==> src/core_pkg.sv <==
// Shared constants and pipeline packets for the RV32I core
// Only the integer subset with word loads and stores is encoded here
`default_nettype none

package core_pkg;

  localparam int unsigned XLEN = 32;
  localparam logic [XLEN-1:0] RESET_PC = 32'h0000_0000;
  localparam logic [31:0] NOP_INSTR = 32'h0000_0013;  // ADDI x0,x0,0

  localparam logic [6:0] OPC_LUI    = 7'b0110111;
  localparam logic [6:0] OPC_AUIPC  = 7'b0010111;
  localparam logic [6:0] OPC_JAL    = 7'b1101111;
  localparam logic [6:0] OPC_JALR   = 7'b1100111;
  localparam logic [6:0] OPC_BRANCH = 7'b1100011;
  localparam logic [6:0] OPC_LOAD   = 7'b0000011;
  localparam logic [6:0] OPC_STORE  = 7'b0100011;
  localparam logic [6:0] OPC_OPIMM  = 7'b0010011;
  localparam logic [6:0] OPC_OP     = 7'b0110011;

  localparam logic [3:0] ALU_ADD  = 4'd0;
  localparam logic [3:0] ALU_SUB  = 4'd1;
  localparam logic [3:0] ALU_AND  = 4'd2;
  localparam logic [3:0] ALU_OR   = 4'd3;
  localparam logic [3:0] ALU_XOR  = 4'd4;
  localparam logic [3:0] ALU_SLL  = 4'd5;
  localparam logic [3:0] ALU_SRL  = 4'd6;
  localparam logic [3:0] ALU_SRA  = 4'd7;
  localparam logic [3:0] ALU_SLT  = 4'd8;
  localparam logic [3:0] ALU_SLTU = 4'd9;

  // Field layouts of one instruction word, MSB first
  typedef struct packed {
    logic [6:0] funct7;
    logic [4:0] rs2;
    logic [4:0] rs1;
    logic [2:0] funct3;
    logic [4:0] rd;
    logic [6:0] opcode;
  } r_type_t;

  typedef struct packed {
    logic [11:0] imm;
    logic [4:0]  rs1;
    logic [2:0]  funct3;
    logic [4:0]  rd;
    logic [6:0]  opcode;
  } i_type_t;

  typedef struct packed {
    logic [6:0] imm_hi;
    logic [4:0] rs2;
    logic [4:0] rs1;
    logic [2:0] funct3;
    logic [4:0] imm_lo;
    logic [6:0] opcode;
  } s_type_t;

  typedef struct packed {
    logic       imm12;
    logic [5:0] imm10_5;
    logic [4:0] rs2;
    logic [4:0] rs1;
    logic [2:0] funct3;
    logic [3:0] imm4_1;
    logic       imm11;
    logic [6:0] opcode;
  } b_type_t;

  typedef struct packed {
    logic [19:0] imm;
    logic [4:0]  rd;
    logic [6:0]  opcode;
  } u_type_t;

  typedef struct packed {
    logic       imm20;
    logic [9:0] imm10_1;
    logic       imm11;
    logic [7:0] imm19_12;
    logic [4:0] rd;
    logic [6:0] opcode;
  } j_type_t;

  typedef union packed {
    r_type_t r;
    i_type_t i;
    s_type_t s;
    b_type_t b;
    u_type_t u;
    j_type_t j;
  } instr_u;

  typedef struct packed {
    logic [XLEN-1:0] pc;
    instr_u          instr;
    logic            valid;
  } if_id_t;

  typedef struct packed {
    logic [XLEN-1:0] pc;
    logic [XLEN-1:0] rs1_data;
    logic [XLEN-1:0] rs2_data;
    logic [4:0]      rs1_addr;
    logic [4:0]      rs2_addr;
    logic [4:0]      rd_addr;
    logic [XLEN-1:0] imm;
    logic [3:0]      alu_op;
    logic            use_imm;
    logic            use_pc;    // AUIPC takes the PC as operand a
    logic            is_branch;
    logic [2:0]      funct3;    // Branch condition select
    logic            is_jal;
    logic            is_jalr;
    logic            is_load;
    logic            is_store;
    logic            rd_en;
    logic            valid;
  } id_ex_t;

  typedef struct packed {
    logic [XLEN-1:0] alu_res;     // Also the data address
    logic [XLEN-1:0] store_data;
    logic [4:0]      rd_addr;
    logic            rd_en;
    logic            is_load;
    logic            is_store;
    logic            valid;
  } ex_mem_t;

  typedef struct packed {
    logic [4:0]      rd_addr;
    logic [XLEN-1:0] rd_data;
    logic            rd_en;
    logic            is_load;
  } mem_wb_t;

endpackage : core_pkg

`default_nettype wire

==> src/if_stage.sv <==
// Fetch assumes a synchronous instruction memory with one cycle of latency
// The fetched PC travels alongside the returned word so the pair stays aligned
`default_nettype none

module if_stage import core_pkg::*; (
  input  logic            clk,
  input  logic            arst_n,
  input  logic            mem_ready,
  input  logic            redirect,
  input  logic [XLEN-1:0] redirect_pc,
  input  logic [XLEN-1:0] imem_rdata,
  output logic [XLEN-1:0] imem_addr,
  output if_id_t          if_id
);

  logic [XLEN-1:0] pc;
  logic [XLEN-1:0] fetch_pc;     // Address of the word now on imem_rdata
  logic            fetch_valid;

  assign imem_addr = pc;

  always_ff @(posedge clk or negedge arst_n) begin
    if (!arst_n) begin
      pc          <= RESET_PC;
      fetch_pc    <= RESET_PC;
      fetch_valid <= 1'b0;
      if_id       <= '{pc: RESET_PC, instr: NOP_INSTR, valid: 1'b0};
    end else if (mem_ready) begin
      pc          <= redirect ? redirect_pc : pc + 32'd4;
      fetch_pc    <= pc;
      fetch_valid <= !redirect;  // Word for the old path is dropped
      if_id.pc    <= fetch_pc;
      if_id.instr <= redirect ? NOP_INSTR : imem_rdata;
      if_id.valid <= fetch_valid && !redirect;
    end
  end

endmodule : if_stage

`default_nettype wire

==> src/reg_file.sv <==
// Integer register file, x0 hardwired to zero
// A write in the same cycle as a read is seen by that read
`default_nettype none

module reg_file import core_pkg::*; (
  input  logic            clk,
  input  logic            arst_n,
  input  logic            mem_ready,
  input  logic [4:0]      rs1_addr,
  input  logic [4:0]      rs2_addr,
  input  mem_wb_t         wb,
  output logic [XLEN-1:0] rs1_data,
  output logic [XLEN-1:0] rs2_data
);

  logic [XLEN-1:0] regs [1:31];

  function automatic logic [XLEN-1:0] read_port(input logic [4:0] addr);
    logic [XLEN-1:0] val;
    if (addr == 5'd0) val = '0;
    else if (wb.rd_en && wb.rd_addr == addr) val = wb.rd_data;  // Write-through
    else val = regs[addr];
    return val;
  endfunction

  // Reads also follow the array and the write-back packet
  always_comb begin
    rs1_data = read_port(rs1_addr);
    rs2_data = read_port(rs2_addr);
  end

  always_ff @(posedge clk or negedge arst_n) begin
    if (!arst_n) begin
      for (int r = 1; r < 32; r++) begin
        regs[r] <= '0;
      end
    end else if (mem_ready && wb.rd_en && wb.rd_addr != 5'd0) begin
      regs[wb.rd_addr] <= wb.rd_data;
    end
  end

endmodule : reg_file

`default_nettype wire

==> src/id_stage.sv <==
// Single-cycle decode for the supported RV32I subset
// Unknown opcodes pass through as valid no-ops with no side effects
`default_nettype none

module id_stage import core_pkg::*; (
  input  logic            clk,
  input  logic            arst_n,
  input  logic            mem_ready,
  input  logic            redirect,
  input  if_id_t          if_id,
  input  logic [XLEN-1:0] rs1_data,
  input  logic [XLEN-1:0] rs2_data,
  output logic [4:0]      rs1_addr,
  output logic [4:0]      rs2_addr,
  output id_ex_t          id_ex
);

  instr_u          ins;
  logic [6:0]      opcode;
  logic [XLEN-1:0] imm_i;
  logic [XLEN-1:0] imm_s;
  logic [XLEN-1:0] imm_b;
  logic [XLEN-1:0] imm_u;
  logic [XLEN-1:0] imm_j;
  id_ex_t          dec;

  // Shared by OP and OP-IMM, alt picks SUB or SRA
  function automatic logic [3:0] alu_sel(input logic [2:0] funct3, input logic alt);
    logic [3:0] op;
    case (funct3)
      3'b000:  op = alt ? ALU_SUB : ALU_ADD;
      3'b001:  op = ALU_SLL;
      3'b010:  op = ALU_SLT;
      3'b011:  op = ALU_SLTU;
      3'b100:  op = ALU_XOR;
      3'b101:  op = alt ? ALU_SRA : ALU_SRL;
      3'b110:  op = ALU_OR;
      default: op = ALU_AND;
    endcase
    return op;
  endfunction

  assign ins    = if_id.instr;
  assign opcode = ins.r.opcode;

  assign imm_i = {{20{ins.i.imm[11]}}, ins.i.imm};
  assign imm_s = {{20{ins.s.imm_hi[6]}}, ins.s.imm_hi, ins.s.imm_lo};
  assign imm_b = {{19{ins.b.imm12}}, ins.b.imm12, ins.b.imm11, ins.b.imm10_5,
                  ins.b.imm4_1, 1'b0};
  assign imm_u = {ins.u.imm, 12'b0};
  assign imm_j = {{11{ins.j.imm20}}, ins.j.imm20, ins.j.imm19_12, ins.j.imm11,
                  ins.j.imm10_1, 1'b0};

  assign rs1_addr = (opcode == OPC_LUI) ? 5'd0 : ins.r.rs1;  // LUI adds to x0
  assign rs2_addr = ins.r.rs2;

  always_comb begin
    dec          = '0;
    dec.pc       = if_id.pc;
    dec.rs1_addr = rs1_addr;
    dec.rs2_addr = rs2_addr;
    dec.rs1_data = rs1_data;
    dec.rs2_data = rs2_data;
    dec.rd_addr  = ins.r.rd;
    dec.funct3   = ins.r.funct3;
    dec.alu_op   = ALU_ADD;
    dec.valid    = if_id.valid;
    case (opcode)
      OPC_LUI: begin
        dec.imm     = imm_u;
        dec.use_imm = 1'b1;
        dec.rd_en   = 1'b1;
      end
      OPC_AUIPC: begin
        dec.imm     = imm_u;
        dec.use_imm = 1'b1;
        dec.use_pc  = 1'b1;
        dec.rd_en   = 1'b1;
      end
      OPC_JAL: begin
        dec.imm    = imm_j;
        dec.is_jal = 1'b1;
        dec.rd_en  = 1'b1;
      end
      OPC_JALR: begin
        dec.imm     = imm_i;
        dec.is_jalr = 1'b1;
        dec.rd_en   = 1'b1;
      end
      OPC_BRANCH: begin
        dec.imm       = imm_b;
        dec.is_branch = 1'b1;
      end
      OPC_LOAD: begin  // Every width is treated as LW
        dec.imm     = imm_i;
        dec.use_imm = 1'b1;
        dec.is_load = 1'b1;
        dec.rd_en   = 1'b1;
      end
      OPC_STORE: begin
        dec.imm      = imm_s;
        dec.use_imm  = 1'b1;
        dec.is_store = 1'b1;
      end
      OPC_OPIMM: begin
        dec.imm     = imm_i;
        dec.use_imm = 1'b1;
        dec.rd_en   = 1'b1;
        dec.alu_op  = alu_sel(ins.i.funct3, ins.i.funct3 == 3'b101 && ins.r.funct7[5]);
      end
      OPC_OP: begin
        dec.rd_en  = 1'b1;
        dec.alu_op = alu_sel(ins.r.funct3, ins.r.funct7[5]);
      end
      default: ;  // No-op
    endcase
  end

  always_ff @(posedge clk or negedge arst_n) begin
    if (!arst_n) begin
      id_ex <= '0;
    end else if (mem_ready) begin
      id_ex <= redirect ? '0 : dec;  // Wrong-path slot squashed
    end
  end

endmodule : id_stage

`default_nettype wire

==> src/ex_stage.sv <==
// Execute with forwarding from memory and write-back stages
// Loaded data is not forwarded from memory, so loads need one spacer after them
`default_nettype none

module ex_stage import core_pkg::*; (
  input  logic            clk,
  input  logic            arst_n,
  input  logic            mem_ready,
  input  id_ex_t          id_ex,
  input  ex_mem_t         ex_mem_fwd,
  input  mem_wb_t         wb_fwd,
  output logic            redirect,
  output logic [XLEN-1:0] redirect_pc,
  output ex_mem_t         ex_mem
);

  logic [XLEN-1:0] rs1_val;
  logic [XLEN-1:0] rs2_val;
  logic [XLEN-1:0] op_a;
  logic [XLEN-1:0] op_b;
  logic [XLEN-1:0] alu_out;
  logic            taken;
  ex_mem_t         nxt;

  // Newest producer wins, x0 never forwarded
  function automatic logic [XLEN-1:0] fwd_operand(
    input logic [4:0]      addr,
    input logic [XLEN-1:0] rf_val,
    input ex_mem_t         em,
    input mem_wb_t         mw
  );
    logic [XLEN-1:0] val;
    val = rf_val;
    if (addr != 5'd0) begin
      if (em.valid && em.rd_en && em.rd_addr == addr) val = em.alu_res;
      else if (mw.rd_en && mw.rd_addr == addr) val = mw.rd_data;
    end
    return val;
  endfunction

  assign rs1_val = fwd_operand(id_ex.rs1_addr, id_ex.rs1_data, ex_mem_fwd, wb_fwd);
  assign rs2_val = fwd_operand(id_ex.rs2_addr, id_ex.rs2_data, ex_mem_fwd, wb_fwd);
  assign op_a    = id_ex.use_pc ? id_ex.pc : rs1_val;
  assign op_b    = id_ex.use_imm ? id_ex.imm : rs2_val;

  always_comb begin
    case (id_ex.alu_op)
      ALU_SUB:  alu_out = op_a - op_b;
      ALU_AND:  alu_out = op_a & op_b;
      ALU_OR:   alu_out = op_a | op_b;
      ALU_XOR:  alu_out = op_a ^ op_b;
      ALU_SLL:  alu_out = op_a << op_b[4:0];
      ALU_SRL:  alu_out = op_a >> op_b[4:0];
      ALU_SRA:  alu_out = $signed(op_a) >>> op_b[4:0];
      ALU_SLT:  alu_out = {31'b0, $signed(op_a) < $signed(op_b)};
      ALU_SLTU: alu_out = {31'b0, op_a < op_b};
      default:  alu_out = op_a + op_b;  // ALU_ADD
    endcase
  end

  always_comb begin
    case (id_ex.funct3)
      3'b000:  taken = (rs1_val == rs2_val);
      3'b001:  taken = (rs1_val != rs2_val);
      3'b100:  taken = ($signed(rs1_val) < $signed(rs2_val));
      3'b101:  taken = ($signed(rs1_val) >= $signed(rs2_val));
      3'b110:  taken = (rs1_val < rs2_val);
      3'b111:  taken = (rs1_val >= rs2_val);
      default: taken = 1'b0;
    endcase
  end

  // Not-taken prediction, so any taken control transfer redirects
  assign redirect = id_ex.valid &&
                    (id_ex.is_jal || id_ex.is_jalr || (id_ex.is_branch && taken));
  assign redirect_pc = id_ex.is_jalr ? ((rs1_val + id_ex.imm) & ~32'd1)
                                     : id_ex.pc + id_ex.imm;

  always_comb begin
    nxt.alu_res    = (id_ex.is_jal || id_ex.is_jalr) ? id_ex.pc + 32'd4 : alu_out;
    nxt.store_data = rs2_val;
    nxt.rd_addr    = id_ex.rd_addr;
    nxt.rd_en      = id_ex.valid && id_ex.rd_en;
    nxt.is_load    = id_ex.valid && id_ex.is_load;
    nxt.is_store   = id_ex.valid && id_ex.is_store;
    nxt.valid      = id_ex.valid;  // Jumps keep theirs for the link write
  end

  always_ff @(posedge clk or negedge arst_n) begin
    if (!arst_n) begin
      ex_mem <= '0;
    end else if (mem_ready) begin
      ex_mem <= nxt;
    end
  end

endmodule : ex_stage

`default_nettype wire

==> src/mem_wb_stage.sv <==
// Data port is driven straight from the execute-to-memory register
// Load data arrives one cycle later and is picked in write-back
`default_nettype none

module mem_wb_stage import core_pkg::*; (
  input  logic            clk,
  input  logic            arst_n,
  input  logic            mem_ready,
  input  ex_mem_t         ex_mem,
  input  logic [XLEN-1:0] dmem_rdata,
  output logic [XLEN-1:0] dmem_addr,
  output logic [XLEN-1:0] dmem_wdata,
  output logic            dmem_wr_en,
  output logic            dmem_rd_en,
  output mem_wb_t         wb
);

  mem_wb_t wb_q;

  assign dmem_addr  = ex_mem.alu_res;
  assign dmem_wdata = ex_mem.store_data;
  assign dmem_wr_en = ex_mem.valid && ex_mem.is_store;
  assign dmem_rd_en = ex_mem.valid && ex_mem.is_load;

  always_ff @(posedge clk or negedge arst_n) begin
    if (!arst_n) begin
      wb_q <= '0;
    end else if (mem_ready) begin
      wb_q.rd_addr <= ex_mem.rd_addr;
      wb_q.rd_data <= ex_mem.alu_res;
      wb_q.rd_en   <= ex_mem.valid && ex_mem.rd_en;
      wb_q.is_load <= ex_mem.valid && ex_mem.is_load;
    end
  end

  always_comb begin
    wb = wb_q;
    if (wb_q.is_load) begin
      wb.rd_data = dmem_rdata;  // Held by memory while stalled
    end
  end

endmodule : mem_wb_stage

`default_nettype wire

==> src/riscv_core.sv <==
// Five-stage RV32I core top, one mem_ready level stalls every stage
// Both memory ports expect synchronous memories with one cycle of read latency
`default_nettype none

module riscv_core import core_pkg::*; (
  input  logic            clk,
  input  logic            arst_n,
  input  logic            mem_ready,
  input  logic [XLEN-1:0] imem_rdata,
  input  logic [XLEN-1:0] dmem_rdata,
  output logic [XLEN-1:0] imem_addr,
  output logic [XLEN-1:0] dmem_addr,
  output logic [XLEN-1:0] dmem_wdata,
  output logic            dmem_wr_en,
  output logic            dmem_rd_en
);

  if_id_t          if_id;
  id_ex_t          id_ex;
  ex_mem_t         ex_mem;
  mem_wb_t         wb;

  logic            redirect;
  logic [XLEN-1:0] redirect_pc;

  logic [4:0]      rs1_addr;
  logic [4:0]      rs2_addr;
  logic [XLEN-1:0] rs1_data;
  logic [XLEN-1:0] rs2_data;

  if_stage i_if_stage (
    .clk        (clk),
    .arst_n     (arst_n),
    .mem_ready  (mem_ready),
    .redirect   (redirect),
    .redirect_pc(redirect_pc),
    .imem_rdata (imem_rdata),
    .imem_addr  (imem_addr),
    .if_id      (if_id)
  );

  reg_file i_reg_file (
    .clk      (clk),
    .arst_n   (arst_n),
    .mem_ready(mem_ready),
    .rs1_addr (rs1_addr),
    .rs2_addr (rs2_addr),
    .wb       (wb),
    .rs1_data (rs1_data),
    .rs2_data (rs2_data)
  );

  id_stage i_id_stage (
    .clk      (clk),
    .arst_n   (arst_n),
    .mem_ready(mem_ready),
    .redirect (redirect),
    .if_id    (if_id),
    .rs1_data (rs1_data),
    .rs2_data (rs2_data),
    .rs1_addr (rs1_addr),
    .rs2_addr (rs2_addr),
    .id_ex    (id_ex)
  );

  ex_stage i_ex_stage (
    .clk        (clk),
    .arst_n     (arst_n),
    .mem_ready  (mem_ready),
    .id_ex      (id_ex),
    .ex_mem_fwd (ex_mem),       // Current memory-stage packet
    .wb_fwd     (wb),
    .redirect   (redirect),
    .redirect_pc(redirect_pc),
    .ex_mem     (ex_mem)
  );

  mem_wb_stage i_mem_wb_stage (
    .clk       (clk),
    .arst_n    (arst_n),
    .mem_ready (mem_ready),
    .ex_mem    (ex_mem),
    .dmem_rdata(dmem_rdata),
    .dmem_addr (dmem_addr),
    .dmem_wdata(dmem_wdata),
    .dmem_wr_en(dmem_wr_en),
    .dmem_rd_en(dmem_rd_en),
    .wb        (wb)
  );

endmodule : riscv_core

`default_nettype wire

==> config.mk <==
export PLATFORM = sky130hd
export DESIGN_NAME = riscv_core
export DESIGN_NICKNAME = d
export VERILOG_FILES = /design/src/core_pkg.sv /design/src/if_stage.sv /design/src/reg_file.sv /design/src/id_stage.sv /design/src/ex_stage.sv /design/src/mem_wb_stage.sv /design/src/riscv_core.sv
export SDC_FILE = /design/constraint.sdc
export NUM_CORES = 2
export LEC_CHECK = 0
export BUFFER_PORTS_ARGS = -buffer_cell sky130_fd_sc_hd__buf_4
export CORE_MARGIN = 5
export CORE_UTILIZATION = 40
export DETAILED_ROUTE_END_ITERATION = 6
export GPL_TIMING_DRIVEN = 0
export MAX_ROUTING_LAYER = met4
export PLACE_DENSITY = 0.65
export SETUP_SLACK_MARGIN = 0.4
export SYNTH_ARGS = -nofsm -noshare
export SYNTH_HDL_FRONTEND = slang
export SYNTH_HIERARCHICAL = 1
export SYNTH_SLANG_ARGS = --single-unit
==> constraint.sdc <==
create_clock -name clk -period 8.3 [get_ports clk]
set_input_delay 0.415 -clock clk [delete_from_list [all_inputs] [get_ports clk]]
set_output_delay 0.415 -clock clk [all_outputs]
set_load 0.02 [all_outputs]
==> impl_metrics.toml <==
[sta]
rsz0062_at_grt = "true"
period_minus_slack_ns = 7.85
slew_violations = 29
relSlewSlack_pct = -3.15
fin_crit_sh_pct = 94.6
setup_ws_ns = 0.449
worstMarginPinSlew_ns = 1.55
fmax_mhz = 127
whs_ns = 0.187
finalHoldViolations = 0
setup_viol = 0
finalClockSkew_ns = 0.0934
tns_ns = 0

[die]
floorplan.initialDensity_pct = 40.1
dieHeight_microns = 479
die_w_microns = 479
core.rowCount = 172
io_pins = 165
die_area_sq_um = 229000
coreArea_sq_um = 219000

[worst_hold_path]
holdCritPathClass = "input port to register"
min-delay-start = "dmem_rdata[27]"
holdPathEnd = "i_reg_file/regs[987]"
whs_path_depth = 3

[clock_network]
cts_tree = "built"
worstSkewPairLatency_ns = 0.87
numCtsBuffers = 162
cts.clk_slew.worst_paths_ns = 0.06
htreeDepth = 4
cts_buffer_depth = 3
clock_sinks = 1393
cts_setup_buffers = 0
clockRootBuffer = "clkbuf_16"

[place]
dp_slack_ns = -0.452
dp.cells = 11000
place.gp.congestion = 1.05
dpl_cell_area_sq_um = 93200
io_buffer_count = 164
dp_hpwl_mm = 347

[route]
drtIter0Drc = 8608
first_pass_iters = 6
routed_wl_mm = 443
antenna_left = 0
vias_per_cell = 6.60
post_drt_wl_per_cell_microns = 39.2
drcViolationCount = 0
vias = 74700

[setup_path]
worstPathMaxFanout = 11
cp-start-kind = "register"
worstPathRequired_ns = 8.96
r2r_slack_ns = 0.45
cp_slowest_cell = "nor3_1"
endpoint_kind = "register"
cp_num_buf_inv = 5
cpMostUsedCell = "buf_2"
r2r-start = "i_mem_wb_stage/wb[36]"
timing.rr.end = "i_ex_stage/ex_mem[70]"
critPathKind = "register to register"
cp_top_family = "compound AO/OA/AOI/OAI gates"
worst_r2r_path_depth = 23
max_stage_delay_ns = 0.62
path_cells = "buf_4, xor2_1, nor4_1, and3_1, buf_2, a31oi_1, o22ai_2, o21a_1, buf_2, buf_2, clkbuf_2, ha_1, o21ai_0, a21boi_0, o21ai_0, a21oi_2, a311oi_2, o32ai_2, a21oi_1, a41oi_1, o2111ai_1, nor3_1, o221ai_1"
critPathArrivalTime_ns = 8.51

[layout]
n_fill_cell = 20400
fin_util_pct = 45.4
layout.nets = 8564
drive_gt1_share_pct = 31.0
fin_cells = 11300
fin_area_sq_um = 99500
area_growth_pct = 13.1

[yosys]
synthCells = 7920
synth_area_sq_um = 87900
yosysWarnings = 6
synth_nets = 8183
syn_avg_cell_area_sq_um = 11.1

[grt]
grt_max_degree = 178
grt_pass1_wl_mm = 608
grt_pass1_vias = 74300
grt-ovfl-total = 0
antenna_found_initial = 22
gr-usage-all-layers_pct = 38.8

[status]
outcome = "finished, violations left"
violations = "capacitance limit, slew limit"

[pwr]
p_leak_nw = 44.4
power_mw = 22.8
power_per_cell_area_nw_per_um2 = 229
vdd_drop_max_uv = 237

[job]
max_cap_viol_count = 6
tightest hold or removal path, delay by kind of cell:
kind,cells,cell delay (ns)
multiplexers,2,0.50
buffers and inverters,1,0.09
registers in the layout, summed over array words and instances, names as in the netlist:
register / count
i_if_stage/fetch_valid: 1
i_id_stage/id_ex: 159
i_if_stage/imem_addr: 32
i_ex_stage/ex_mem: 73
i_mem_wb_stage/wb: 7
i_if_stage/if_id: 65
i_if_stage/fetch_pc: 32
i_mem_wb_stage/wb_q: 32
i_reg_file/regs: 992
layout make-up:
cell class | count | area [sq um] | area share, %
well taps | 2871 | 3590 | 3.61
repair buffers | 217 | 1930 | 1.94
diodes | 15 | 37.5 | 0.0377
clock inverters | 74 | 1130 | 1.14
multi-input cells | 5469 | 48400 | 48.6
plain buffers | 770 | 3820 | 3.84
clock buffers | 222 | 4650 | 4.67
inverters | 288 | 1080 | 1.09
flip-flops and latches | 1393 | 34900 | 35.0
how the worst max path moves through the flow:
stage / slack (ns) / cells after the start / from / endpoint
floorplan: 2.93 / 26 / i_ex_stage/ex_mem[8] / i_id_stage/id_ex[111]
global placement: -10.65 / 1 / arst_n / i_reg_file/regs[227]
detailed placement: -0.45 / 22 / i_mem_wb_stage/wb[36] / i_ex_stage/ex_mem[70]
CTS: 0.37 / 22 / i_mem_wb_stage/wb[36] / i_ex_stage/ex_mem[70]
global route: 0.33 / 25 / i_id_stage/id_ex[57] / i_id_stage/id_ex[116]
finish: 0.45 / 23 / i_mem_wb_stage/wb[36] / i_ex_stage/ex_mem[70]
routing by layer:
metal / vias up / part of all wire (%) / track usage [%]
li1: 30400 / - / -
met1: 38700 / 38 / 46.6
met2: 4336 / 44 / 58.3
met3: 1303 / 8.8 / 8.17
met4: 0 / 9.1 / 27.1
met5: - / 0 / -
power by group:
part	leakage (nW)	total (mW)	internal, mW	switching [mW]
Combinational	22.5	7.11	2.03	5.09
Sequential	19.1	7.92	7.16	0.751
Clock	2.83	7.75	4.48	3.28
repair_timing:
action,4_1_cts,5_1_grt
setup endpoints to repair,97,95
hold buffers,33,0
endpoints found under the hold margin,117,0
gates resized for setup,15,25
placed cells by master, fill, tap and decap left out, drive strengths merged, types with 154 or more instances in the layout:
cell	n
mux2	1252
dfrtp	1390
ha	192
buf	571
mux4	392
nand2	414
clkbuf	605
nor2	331
a21oi	346
o21ai	524
mux2i	154
inv	291
o22ai	181
(Power assumes the default switching activity.)
